--- config.mk ---
export PLATFORM = sky130hd
export DESIGN_NAME = noc_axi_bridge
export DESIGN_NICKNAME = d
export VERILOG_FILES = /design/src/bridge_pkg.sv /design/src/bridge_if.sv /design/src/axi_lite_master.sv /design/src/noc_axi_bridge.sv /design/src/noc_req_parser.sv /design/src/noc_resp_builder.sv
export VERILOG_INCLUDE_DIRS = /design/src
export SDC_FILE = /design/constraint.sdc
export NUM_CORES = 1
export LEC_CHECK = 0
export BUFFER_PORTS_ARGS = -buffer_cell sky130_fd_sc_hd__buf_2
export CAP_MARGIN = 15
export CORE_MARGIN = 3
export CORE_UTILIZATION = 54
export DETAILED_ROUTE_END_ITERATION = 8
export PLACE_DENSITY_LB_ADDON = 0.08
export SLEW_MARGIN = 20
export SYNTH_ARGS = -nofsm -noshare
export SYNTH_HDL_FRONTEND = slang
export SYNTH_SLANG_ARGS = --single-unit
--- constraint.sdc ---
create_clock -name clk -period 12.6 [get_ports clk]
set_clock_uncertainty 0.15 [all_clocks]
set_input_delay 2.52 -clock clk [delete_from_list [all_inputs] [get_ports clk]]
set_output_delay 2.52 -clock clk [all_outputs]
set_load 0.02 [all_outputs]
--- src/bridge_consts.svh ---
`ifndef BRIDGE_CONSTS_SVH
`define BRIDGE_CONSTS_SVH

// noc flit width
`define NOC_FLIT_W              64

// header flit fields
`define MSG_TYPE                21:14
`define MSG_TYPE_W              8
// flit count after the header
`define MSG_LENGTH              29:22
`define MSG_LENGTH_W            8
`define MSG_MSHRID              13:6
`define MSG_MSHRID_W            8

// address flit, low byte of the physical address
`define MSG_ADDR                23:16

// source routing flit
`define MSG_SRC_CHIPID          63:50
`define MSG_SRC_CHIPID_W        14
`define MSG_SRC_X               49:42
`define MSG_SRC_Y               41:34
`define MSG_SRC_XY_W            8

// request types
`define MSG_TYPE_LOAD_REQ       8'd31
`define MSG_TYPE_STORE_REQ      8'd2
`define MSG_TYPE_NC_LOAD_REQ    8'd14
`define MSG_TYPE_NC_STORE_REQ   8'd15
`define MSG_TYPE_LOAD_MEM       8'd19
`define MSG_TYPE_STORE_MEM      8'd20

// response types
`define MSG_TYPE_LOAD_MEM_ACK       8'd24
`define MSG_TYPE_STORE_MEM_ACK      8'd25
`define MSG_TYPE_NC_LOAD_MEM_ACK    8'd26
`define MSG_TYPE_NC_STORE_MEM_ACK   8'd27

// axi4-lite side
`define AXI_ADDR_W              8
`define AXI_DATA_W              32
`define AXI_RESP_W              2
`define AXI_RESP_OKAY           2'b00
`define AXI_RESP_SLVERR         2'b10

`endif

--- src/bridge_pkg.sv ---
`include "bridge_consts.svh"

package bridge_pkg;

    // one network flit
    typedef logic [`NOC_FLIT_W-1:0]        noc_flit_t;

    // header fields
    typedef logic [`MSG_TYPE_W-1:0]        msg_type_t;
    typedef logic [`MSG_LENGTH_W-1:0]      msg_len_t;
    typedef logic [`MSG_MSHRID_W-1:0]      mshr_t;

    // return route of the requester
    typedef logic [`MSG_SRC_CHIPID_W-1:0]  chipid_t;
    typedef logic [`MSG_SRC_XY_W-1:0]      coord_t;

    // axi4-lite payload
    typedef logic [`AXI_ADDR_W-1:0]        axi_addr_t;
    typedef logic [`AXI_DATA_W-1:0]        axi_data_t;
    typedef logic [`AXI_RESP_W-1:0]        axi_resp_t;

    // request parser
    typedef enum logic [2:0] {
        ps_idle,
        ps_header2,
        ps_header3,
        ps_data,
        ps_discard,
        ps_handoff
    } parser_state_t;

    // axi master, one transaction at a time
    typedef enum logic [2:0] {
        ax_idle,
        ax_write,
        ax_write_resp,
        ax_read_addr,
        ax_read_data,
        ax_complete
    } axi_state_t;

    // response serializer
    typedef enum logic [1:0] {
        rs_idle,
        rs_header,
        rs_data
    } resp_state_t;

endpackage

--- src/bridge_if.sv ---
`timescale 1ns/100ps

// parsed request, parser to axi master
interface txn_if import bridge_pkg::*; ();
    logic      valid;
    logic      ready;
    // store when set, load otherwise
    logic      is_write;
    // ack code picked from the request type
    msg_type_t ack_type;
    axi_addr_t addr;
    axi_data_t wdata;
    mshr_t     mshr;
    // requester route, echoed in the response
    chipid_t   chipid;
    coord_t    src_x;
    coord_t    src_y;

    modport source (
        output valid, is_write, ack_type, addr, wdata, mshr, chipid, src_x, src_y,
        input  ready
    );

    modport sink (
        input  valid, is_write, ack_type, addr, wdata, mshr, chipid, src_x, src_y,
        output ready
    );
endinterface

// finished axi transaction, master to response builder
interface cpl_if import bridge_pkg::*; ();
    logic      valid;
    logic      ready;
    logic      is_write;
    msg_type_t ack_type;
    // read word, unused for stores
    axi_data_t rdata;
    mshr_t     mshr;
    chipid_t   chipid;
    coord_t    src_x;
    coord_t    src_y;

    modport source (
        output valid, is_write, ack_type, rdata, mshr, chipid, src_x, src_y,
        input  ready
    );

    modport sink (
        input  valid, is_write, ack_type, rdata, mshr, chipid, src_x, src_y,
        output ready
    );
endinterface

--- src/axi_lite_master.sv ---
`timescale 1ns/100ps
`include "bridge_consts.svh"

module axi_lite_master import bridge_pkg::*; (
    input  logic                     clk,
    input  logic                     rst,
    txn_if.sink                      txn,
    cpl_if.source                    cpl,
    output logic                     axi_awvalid,
    input  logic                     axi_awready,
    output axi_addr_t                axi_awaddr,
    output logic                     axi_wvalid,
    input  logic                     axi_wready,
    output axi_data_t                axi_wdata,
    output logic [`AXI_DATA_W/8-1:0] axi_wstrb,
    input  logic                     axi_bvalid,
    output logic                     axi_bready,
    input  axi_resp_t                axi_bresp,
    output logic                     axi_arvalid,
    input  logic                     axi_arready,
    output axi_addr_t                axi_araddr,
    input  logic                     axi_rvalid,
    output logic                     axi_rready,
    input  axi_data_t                axi_rdata,
    input  axi_resp_t                axi_rresp
);

    axi_state_t state;
    axi_state_t state_next;

    // aw and w may complete in either order
    logic      aw_done;
    logic      w_done;
    logic      aw_hs;
    logic      w_hs;

    // held copy of the transaction
    logic      is_write;
    msg_type_t ack_type;
    axi_addr_t addr;
    axi_data_t wdata;
    axi_data_t rdata;
    mshr_t     mshr;
    chipid_t   chipid;
    coord_t    src_x;
    coord_t    src_y;

    assign aw_hs = axi_awvalid && axi_awready;
    assign w_hs  = axi_wvalid && axi_wready;

    always_comb begin
        state_next = state;
        case (state)
            ax_idle: begin
                if (txn.valid && txn.ready) begin
                    state_next = txn.is_write ? ax_write : ax_read_addr;
                end
            end
            ax_write: begin
                if ((aw_done || aw_hs) && (w_done || w_hs)) begin
                    state_next = ax_write_resp;
                end
            end
            ax_write_resp: begin
                // error response reissues address and data
                if (axi_bvalid) begin
                    state_next = (axi_bresp == `AXI_RESP_OKAY) ? ax_complete : ax_write;
                end
            end
            ax_read_addr: begin
                if (axi_arready) begin
                    state_next = ax_read_data;
                end
            end
            ax_read_data: begin
                // error response goes back for another ar
                if (axi_rvalid) begin
                    state_next = (axi_rresp == `AXI_RESP_OKAY) ? ax_complete : ax_read_addr;
                end
            end
            ax_complete: begin
                if (cpl.ready) begin
                    state_next = ax_idle;
                end
            end
            default: begin
                state_next = ax_idle;
            end
        endcase
    end

    always_ff @(posedge clk or posedge rst) begin
        if (rst) begin
            state   <= ax_idle;
            aw_done <= 1'b0;
            w_done  <= 1'b0;
        end else begin
            state <= state_next;
            // flags cleared on leaving write so a retry starts fresh
            if (state == ax_write) begin
                aw_done <= aw_done || aw_hs;
                w_done  <= w_done || w_hs;
            end else begin
                aw_done <= 1'b0;
                w_done  <= 1'b0;
            end
        end
    end

    always_ff @(posedge clk) begin
        if (txn.valid && txn.ready) begin
            is_write <= txn.is_write;
            ack_type <= txn.ack_type;
            addr     <= txn.addr;
            wdata    <= txn.wdata;
            mshr     <= txn.mshr;
            chipid   <= txn.chipid;
            src_x    <= txn.src_x;
            src_y    <= txn.src_y;
        end
        if (axi_rvalid && axi_rready) begin
            rdata <= axi_rdata;
        end
    end

    // one transaction at a time
    assign txn.ready = (state == ax_idle);

    // write channels
    assign axi_awvalid = (state == ax_write) && !aw_done;
    assign axi_wvalid  = (state == ax_write) && !w_done;
    assign axi_awaddr  = addr;
    assign axi_wdata   = wdata;
    // full word writes only
    assign axi_wstrb   = '1;
    assign axi_bready  = (state == ax_write_resp);

    // read channels
    assign axi_arvalid = (state == ax_read_addr);
    assign axi_araddr  = addr;
    assign axi_rready  = (state == ax_read_data);

    assign cpl.valid    = (state == ax_complete);
    assign cpl.is_write = is_write;
    assign cpl.ack_type = ack_type;
    assign cpl.rdata    = rdata;
    assign cpl.mshr     = mshr;
    assign cpl.chipid   = chipid;
    assign cpl.src_x    = src_x;
    assign cpl.src_y    = src_y;

endmodule

--- src/noc_axi_bridge.sv ---
`timescale 1ns/100ps
`include "bridge_consts.svh"

module noc_axi_bridge import bridge_pkg::*; (
    input  logic                     clk,
    input  logic                     rst,
    // requests from the network
    input  logic                     noc_in_val,
    input  noc_flit_t                noc_in_data,
    output logic                     noc_in_rdy,
    // responses to the network
    output logic                     noc_out_val,
    output noc_flit_t                noc_out_data,
    input  logic                     noc_out_rdy,
    // axi4-lite master
    output logic                     axi_awvalid,
    input  logic                     axi_awready,
    output axi_addr_t                axi_awaddr,
    output logic                     axi_wvalid,
    input  logic                     axi_wready,
    output axi_data_t                axi_wdata,
    output logic [`AXI_DATA_W/8-1:0] axi_wstrb,
    input  logic                     axi_bvalid,
    output logic                     axi_bready,
    input  axi_resp_t                axi_bresp,
    output logic                     axi_arvalid,
    input  logic                     axi_arready,
    output axi_addr_t                axi_araddr,
    input  logic                     axi_rvalid,
    output logic                     axi_rready,
    input  axi_data_t                axi_rdata,
    input  axi_resp_t                axi_rresp
);

    // parser to master, master to builder
    txn_if txn ();
    cpl_if cpl ();

    noc_req_parser u_parser (
        .clk         (clk),
        .rst         (rst),
        .noc_in_val  (noc_in_val),
        .noc_in_data (noc_in_data),
        .noc_in_rdy  (noc_in_rdy),
        .txn         (txn.source)
    );

    axi_lite_master u_axi (
        .clk         (clk),
        .rst         (rst),
        .txn         (txn.sink),
        .cpl         (cpl.source),
        .axi_awvalid (axi_awvalid),
        .axi_awready (axi_awready),
        .axi_awaddr  (axi_awaddr),
        .axi_wvalid  (axi_wvalid),
        .axi_wready  (axi_wready),
        .axi_wdata   (axi_wdata),
        .axi_wstrb   (axi_wstrb),
        .axi_bvalid  (axi_bvalid),
        .axi_bready  (axi_bready),
        .axi_bresp   (axi_bresp),
        .axi_arvalid (axi_arvalid),
        .axi_arready (axi_arready),
        .axi_araddr  (axi_araddr),
        .axi_rvalid  (axi_rvalid),
        .axi_rready  (axi_rready),
        .axi_rdata   (axi_rdata),
        .axi_rresp   (axi_rresp)
    );

    noc_resp_builder u_resp (
        .clk          (clk),
        .rst          (rst),
        .cpl          (cpl.sink),
        .noc_out_val  (noc_out_val),
        .noc_out_data (noc_out_data),
        .noc_out_rdy  (noc_out_rdy)
    );

endmodule

--- src/noc_req_parser.sv ---
`timescale 1ns/100ps
`include "bridge_consts.svh"

module noc_req_parser import bridge_pkg::*; (
    input  logic      clk,
    input  logic      rst,
    input  logic      noc_in_val,
    input  noc_flit_t noc_in_data,
    output logic      noc_in_rdy,
    txn_if.source     txn
);

    parser_state_t state;
    parser_state_t state_next;

    // flits taken since the header flit
    msg_len_t  cnt;
    msg_len_t  msg_len;
    logic      is_write;
    msg_type_t ack_type;
    mshr_t     mshr;
    axi_addr_t addr;
    axi_data_t wdata;
    chipid_t   chipid;
    coord_t    src_x;
    coord_t    src_y;

    logic      go;
    logic      last;
    msg_type_t in_type;
    logic      in_load;
    logic      in_store;
    msg_type_t in_ack;

    assign go   = noc_in_val && noc_in_rdy;
    // final flit of the packet per its length field
    assign last = (cnt == msg_len - 8'd1);

    // type decode straight off the header flit
    assign in_type = noc_in_data[`MSG_TYPE];

    always_comb begin
        in_load  = 1'b0;
        in_store = 1'b0;
        in_ack   = '0;
        case (in_type)
            `MSG_TYPE_LOAD_REQ, `MSG_TYPE_LOAD_MEM: begin
                in_load = 1'b1;
                in_ack  = `MSG_TYPE_LOAD_MEM_ACK;
            end
            `MSG_TYPE_NC_LOAD_REQ: begin
                in_load = 1'b1;
                in_ack  = `MSG_TYPE_NC_LOAD_MEM_ACK;
            end
            `MSG_TYPE_STORE_REQ, `MSG_TYPE_STORE_MEM: begin
                in_store = 1'b1;
                in_ack   = `MSG_TYPE_STORE_MEM_ACK;
            end
            `MSG_TYPE_NC_STORE_REQ: begin
                in_store = 1'b1;
                in_ack   = `MSG_TYPE_NC_STORE_MEM_ACK;
            end
            // anything else gets dropped
            default: ;
        endcase
    end

    always_comb begin
        state_next = state;
        case (state)
            ps_idle: begin
                if (go) begin
                    if (in_load || in_store) begin
                        state_next = ps_header2;
                    end else if (noc_in_data[`MSG_LENGTH] != '0) begin
                        state_next = ps_discard;
                    end
                end
            end
            ps_header2: begin
                if (go) begin
                    state_next = ps_header3;
                end
            end
            ps_header3: begin
                // loads end here, stores go on to their data
                if (go) begin
                    state_next = (!is_write || last) ? ps_handoff : ps_data;
                end
            end
            ps_data: begin
                if (go && last) begin
                    state_next = ps_handoff;
                end
            end
            ps_discard: begin
                if (go && last) begin
                    state_next = ps_idle;
                end
            end
            ps_handoff: begin
                if (txn.valid && txn.ready) begin
                    state_next = ps_idle;
                end
            end
            default: begin
                state_next = ps_idle;
            end
        endcase
    end

    always_ff @(posedge clk or posedge rst) begin
        if (rst) begin
            state      <= ps_idle;
            cnt        <= '0;
            noc_in_rdy <= 1'b0;
        end else begin
            state      <= state_next;
            // stall the network while a request waits for the master
            noc_in_rdy <= (state_next != ps_handoff);
            if (go) begin
                cnt <= (state == ps_idle) ? '0 : cnt + 8'd1;
            end
        end
    end

    // request fields
    always_ff @(posedge clk) begin
        if (go) begin
            case (state)
                ps_idle: begin
                    msg_len  <= noc_in_data[`MSG_LENGTH];
                    mshr     <= noc_in_data[`MSG_MSHRID];
                    is_write <= in_store;
                    ack_type <= in_ack;
                end
                ps_header2: begin
                    addr <= noc_in_data[`MSG_ADDR];
                end
                ps_header3: begin
                    chipid <= noc_in_data[`MSG_SRC_CHIPID];
                    src_x  <= noc_in_data[`MSG_SRC_X];
                    src_y  <= noc_in_data[`MSG_SRC_Y];
                end
                ps_data: begin
                    // only the first data word is written, the rest drain
                    if (cnt == 8'd2) begin
                        wdata <= noc_in_data[`AXI_DATA_W-1:0];
                    end
                end
                default: ;
            endcase
        end
    end

    assign txn.valid    = (state == ps_handoff);
    assign txn.is_write = is_write;
    assign txn.ack_type = ack_type;
    assign txn.addr     = addr;
    assign txn.wdata    = wdata;
    assign txn.mshr     = mshr;
    assign txn.chipid   = chipid;
    assign txn.src_x    = src_x;
    assign txn.src_y    = src_y;

endmodule

--- src/noc_resp_builder.sv ---
`timescale 1ns/100ps
`include "bridge_consts.svh"

module noc_resp_builder import bridge_pkg::*; (
    input  logic      clk,
    input  logic      rst,
    cpl_if.sink       cpl,
    output logic      noc_out_val,
    output noc_flit_t noc_out_data,
    input  logic      noc_out_rdy
);

    resp_state_t state;
    resp_state_t state_next;

    logic      is_write;
    msg_type_t ack_type;
    axi_data_t rdata;
    mshr_t     mshr;
    chipid_t   chipid;
    coord_t    src_x;
    coord_t    src_y;

    logic      go;
    msg_len_t  resp_len;
    noc_flit_t header;

    assign go = noc_out_val && noc_out_rdy;

    // store ack is bare, load ack carries one data flit
    assign resp_len = is_write ? 8'd0 : 8'd1;
    // route back to requester, flag bits zero
    assign header = {chipid, src_x, src_y, 4'h0, resp_len, ack_type, mshr, 6'h0};

    always_comb begin
        state_next = state;
        case (state)
            rs_idle: begin
                if (cpl.valid && cpl.ready) begin
                    state_next = rs_header;
                end
            end
            rs_header: begin
                if (go) begin
                    state_next = is_write ? rs_idle : rs_data;
                end
            end
            rs_data: begin
                if (go) begin
                    state_next = rs_idle;
                end
            end
            default: begin
                state_next = rs_idle;
            end
        endcase
    end

    always_ff @(posedge clk or posedge rst) begin
        if (rst) begin
            state <= rs_idle;
        end else begin
            state <= state_next;
        end
    end

    always_ff @(posedge clk) begin
        if (cpl.valid && cpl.ready) begin
            is_write <= cpl.is_write;
            ack_type <= cpl.ack_type;
            rdata    <= cpl.rdata;
            mshr     <= cpl.mshr;
            chipid   <= cpl.chipid;
            src_x    <= cpl.src_x;
            src_y    <= cpl.src_y;
        end
    end

    assign cpl.ready   = (state == rs_idle);
    assign noc_out_val = (state != rs_idle);

    // flit mux, held by the registered fields while stalled
    always_comb begin
        case (state)
            rs_header: noc_out_data = header;
            rs_data:   noc_out_data = {{(`NOC_FLIT_W-`AXI_DATA_W){1'b0}}, rdata};
            default:   noc_out_data = '0;
        endcase
    end

endmodule

======== Yosys cells after proc, flatten, opt, wreduce, memory -nomap -nowiden ========
Cells that the tools add are included.
word-level totals
  output and inout bits ................... 123
  flip-flop bits (word level) ............. 312
  logic and storage cells ................. 132
  input bits .............................. 109
cells by class
  add/subtract/negate cells ............... 2
  reductions and logical operators ........ 35
  eq/ne operators ......................... 30
  mux-type cells .......................... 33
operators by type and width
  kind                                                    count
  case mux 64 bit (2 select lines)                        1
  two-way mux 3 bit                                       17
  case mux 3 bit (6 select lines)                         2
  equality test 8 x 5 -> 1 bit (second input constant)    3
  case mux 5 bit (4 select lines)                         1
  equality test 8 x 2 -> 1 bit (second input constant)    2
  equality test 8 x 4 -> 1 bit (second input constant)    2
  equality test 3 x 2 -> 1 bit (second input constant)    4
  equality test 3 bit (second input constant)             4
  logical AND 1 bit                                       11
  two-way mux 2 bit                                       5
  inequality test 2 bit (second input constant)           5
  adder 8 x 1 -> 8 bit (second input constant)            1
  equality test 8 bit                                     1
  two-way mux 8 bit                                       1
  inequality test 2 x 1 -> 1 bit (second input constant)  4
  nonzero test 8 bit                                      1
  subtractor 8 x 1 -> 8 bit (second input constant)       1
  equality test 3 x 1 -> 1 bit (second input constant)    2
  zero test 2 bit                                         3
  zero test 3 bit                                         2
  case mux 2 bit (3 select lines)                         1
  AND reduction 2 bit                                     3
  AND reduction 3 bit                                     2
  10 further kinds                                        21

======== Depth between registers and ports, before layout ========
  depth after elaboration ................. 8
  depth in mapped cells ................... 8
  gate-level depth less buffers ........... 8

======== Modules after synthesis ========
Synthesis repeated with hierarchy kept, for this count alone.
second synthesis, totals
  cells, all modules ...................... 583
  area, all modules ....................... 10915.5 um^2
modules (own cells, without submodules)
  module            sequential area each (um^2)  area each (um^2)  cells each  instances
  axi_lite_master   3698.5                       4078.9            181         1
  noc_req_parser    2972.9                       3758.6            227         1
  noc_resp_builder  2422.3                       3078.0            175         1

======== Worst setup path before layout ========
OpenSTA, ideal clock, no wires.
  path kind ............................... register to register
  start point ............................. register u_axi.state[0]
  end point ............................... register u_axi.addr[0], in the netlist u_axi.axi_araddr[0] (enable)
  period minus slack after synthesis ...... 9.424 ns
  slack ................................... 3.176 ns
  arrival time ............................ 8.551 ns
  cell stages (with the launch flop) ...... 4
  setup time .............................. 0.723 ns
  data required time ...................... 11.727 ns
  buffers on the path ..................... 2
  path through ............................ dfrtp_1 > clkbuf_1 > clkbuf_1 > nor4_1
on the way
  longest elaborated chain between the ends .. 2
ends and longest elaborated chain
  what                      RTL line                source
  start: declaration        axi_lite_master.sv:28   axi_state_t state;
  start signal: assignment  axi_lite_master.sv:94   state <= ax_idle;
  start signal: assignment  axi_lite_master.sv:98   state <= state_next;
  zero test 3 bit           axi_lite_master.sv:127  assign txn.ready = (state == ax_idle);
  logical AND 1 bit         axi_lite_master.sv:111  if (txn.valid && txn.ready) begin
  end signal: assignment    axi_lite_master.sv:114  addr <= txn.addr;
  end: declaration          axi_lite_master.sv:40   axi_addr_t addr;
No other way between the ends.
A chain may end at the register's enable or synchronous reset.

======== Worst setup path in the final report ========
  start point ............................. register u_resp.state[1]
  end point ............................... output port noc_out_data[13]
on the way
  longest elaborated chain between the ends .. 2
  elaborated cells on any way between the ends .. 3
  those cells by class .................... eq/ne: 2; mux: 1
ends and longest elaborated chain
  what                                                                 RTL line                source
  start: declaration                                                   noc_resp_builder.sv:13  resp_state_t state;
  start signal: assignment                                             noc_resp_builder.sv:61  state <= rs_idle;
  start signal: assignment                                             noc_resp_builder.sv:63  state <= state_next;
  equality test 2 bit or equality test 2 x 1 -> 1 bit (tied branches)  noc_resp_builder.sv:84  case (state)
  case mux 64 bit (2 select lines) (*)                                 noc_resp_builder.sv:84
  end: declaration                                                     noc_axi_bridge.sv:13    output noc_flit_t noc_out_data,
Mark *: on every way between the ends. The rest lies on a longest branch, timed or not.

==> out/qor.txt <==
Initial Util = 0.5570
Setup crit end kind = primary output
Fillcell total = 1307
Final Hold Slack = 0.2558 ns
Pin count of the biggest net entering global routing = 76
Buf/Inv on CP = 2
Worst path max stage delay = 0.75 ns
Final net count = 914
Max-Cap Viols = 0
Synth Cell Area = 10520 um2
Slew headroom = 0.3409
Setup_tns = 0 ns
Die Y = 145.6 um
Pwr Total = 0.002350 W
Depth of the CTS H-tree = 1
Leading cell type in the layout, fill and taps excluded = edfxtp_1
Clk_lat worst skew = 0.53 ns
Crit Path Max Fanout = 34
Slew Limit Fails = 0
Drc violations = 0
Max VDD drop = 0.0001316 V
Post-synthesis cell type count = 52
Switch Pwr = 0.0005752 W
Non-Filler Instances = 1083
IO Port Bufs = 223
Post-synth EDFFs = 278
Synth async-reset ratio = 0.06397
Yosys warns = 0
Die area = 21200 um2
CP required = 9.93 ns
Area of the core = 18890 um2
Crit path launch type = register
Setup Fix Bufs, Post-CTS = 0
Worst-Margin Slew = 0.9886 ns
Row cnt = 50
Final period util = 0.4264
R2R cell count = 8
Hold Path End = u_axi.cpl.ack_type[1]
IO Pins = 232
Final core utilization = 0.6818
Synth top area share = 0.7933
PD cells = 182.4 nW/um2
Hold Path Class = reg2reg
Vias per Instance = 5.132
DRT Pass-1 Iters = 5
Worst path cell trace = inv_1, ha_1, and2_1, a22o_1, buf_2
DPL Wire Length = 12750 um
GRT Total Usage = 0.1779
Crit path time final = 5.372 ns
Comb pwr share = 0.126
Sequential Area = 8823 um2
Endpoints failing hold = 0
Static Leak = 4.948 nW
GR Overflow Total = 0
Most frequent cells in the layout = edfxtp_1, buf_2, and2_1, clkbuf_16, nor2_1
Synth top area cells = edfxtp_1, dfrtp_1, and2_1
# clock sinks = 297
Fmax = 186.1 MHz
Syn Area/Cell = 18.59 um2
Hold Path Depth = 0
CP max stage cell = ha_1
Reg-to-Reg Start = u_parser.msg_len[0]
Clock edge transition at the registers on the reported setup and hold paths = 0.07 ns
Cts hold-fix bufs = 0
FF-to-FF End = u_parser.state[2]
Yosys top cell by area = edfxtp_1
CTS tree = done
Number of global-route vias before repair = 5761
Multi-input gate area = 1548 um2
First-pass GRT wire length = 30100 um
Layout cells sized above 1 = 0.3508
Status = finished, final reports clean
Yosys reg bits = 297
Cts repair resizes = 0
DRT antenna net count = 0
Sw Ratio = 0.2448
Routed wire length = 19170 um
Arr. time, crit path = 2.70 ns
Post-Syn Instances = 566
Hold wc startpoint = u_parser.txn.ack_type[1]
Clock buffer depth = 3
Reg2Reg Setup Slack = 9.57 ns
Internal = 0.001774 W
Clk network pwr share = 0.375
Post-placement cell count = 1028
Routed wire per std cell = 17.70 um
Synth-to-Final Area Change = 22.41%
Initial antenna violation count = 3
Routability cong. = 0.8501
RSZ-0062 raised after global routing = no
Ys flop type = edfxtp_1
First DRT Iteration DRCs = 377
Root Driver = clkbuf_16
Via count = 5558
Final setup fails = 0
Flop pwr share = 0.500
Total CTS buffers = 29
Family with the most delay on the worst path = adder cells
Worst Path Class, Setup = reg2out
Die Width = 145.6 um
Sequential area share after synthesis = 0.8385
==> cell type report <==
type                    instances  share of cell area
flip-flops and latches        297              0.6850
multi-input cells             233              0.1202
repair buffers                227             0.08898
clock buffers                  36             0.06071
well taps                     260             0.02525
clock inverters                17             0.01632
inverters                      11            0.003205
diodes                          2           0.0003885
==> per-stage QoR <==
| stage | setup slack (ns) | area [um2] |
|---|---|---|
| floorplan | 3.176 | 10540 |
| global placement | 7.726 | 11880 |
| detailed placement | 7.639 | 11880 |
| CTS | 7.107 | 12870 |
| global route | 6.955 | 12880 |
| finish | 7.228 | 12880 |
==> power by group through the flow <==
stage	clock [W]	combinational, W	sequential (W)
4_1_cts	0.000903	0.000299	0.00117
6_report	0.000880	0.000295	0.00117
3_5_place_dp	0	0.000297	0.00119
2_1_floorplan	0	0.000211	0.00117
3_3_place_gp	0	0.000287	0.00119
5_1_grt	0.000946	0.000328	0.00118
==> synth_stat cells, drive strengths merged (3+ instances only) <==
library cell / number
edfxtp: 278
and2: 36
nor2: 27
and3: 23
dfrtp: 19
nand2: 16
buf: 15
clkbuf: 14
o21ai: 14
a22o: 12
inv: 11
a21oi: 10
xor2: 7
ha: 6
nor2b: 6
xnor2: 6
nand4: 5
nor4: 5
or3: 5
nor3: 4
mux2i: 3
nor3b: 3
o31ai: 3
or2: 3
==> routing by layer <==
metal  global-route usage  routed length (um)  up-vias
li1                     -                   -     2607
met1               0.2336                7774     2680
met2               0.2970                9331      227
met3              0.04329                1578       42
met4              0.05840                 471        2
met5                    0                  13        -
==> how the worst max path moves through the flow <==
stage | start | to | slack (ns) | cells past startpoint
floorplan | u_axi.state[0] | u_axi.axi_araddr[0] | 3.18 | 3
global placement | u_resp.state[1] | noc_out_data[12] | 7.73 | 5
detailed placement | u_resp.state[1] | noc_out_data[12] | 7.64 | 5
CTS | u_resp.state[1] | noc_out_data[12] | 7.11 | 5
global route | u_resp.state[1] | noc_out_data[6] | 6.96 | 5
finish | u_resp.state[1] | noc_out_data[13] | 7.23 | 5
==> sequential cells by signal, indices dropped and copies added, names as in the netlist, 8 cells and up <==
name	count
u_axi.axi_araddr	8
u_axi.cpl.mshr	8
u_axi.axi_wdata	32
u_parser.txn.src_x	8
u_resp.src_x	8
u_parser.txn.addr	8
u_parser.txn.chipid	14
u_parser.txn.src_y	8
u_axi.cpl.rdata	32
u_axi.cpl.chipid	14
u_parser.txn.wdata	32
u_axi.cpl.src_x	8
u_resp.chipid	14
u_axi.cpl.src_y	8
u_parser.msg_len	8
u_resp.mshr	8
u_parser.cnt	8
u_parser.txn.mshr	8
u_resp.src_y	8
u_resp.rdata	32
==> kinds of logic after synthesis <==
family / synth area share
muxes: 0.002854
adders and majority gates: 0.007134
xor gates and xnor gates: 0.01082
AOI/OAI and AO/OA: 0.04031
DFF: 0.8385
other: 0.0007137
and+or+nand+nor: 0.08026
buffers and inverters: 0.01938
==> worst reg2reg max path: stages, from the launching register on <==
cell and delay, ns:
edfxtp_1 0.44, inv_1 0.09, ha_1 0.22, or3b_1 0.40, or4_4 0.45, a2111oi_4 0.38
o2111ai_1 0.22, and4bb_1 0.27, or3_1 0.32
No activity file was read; power rests on OpenSTA's default activity.
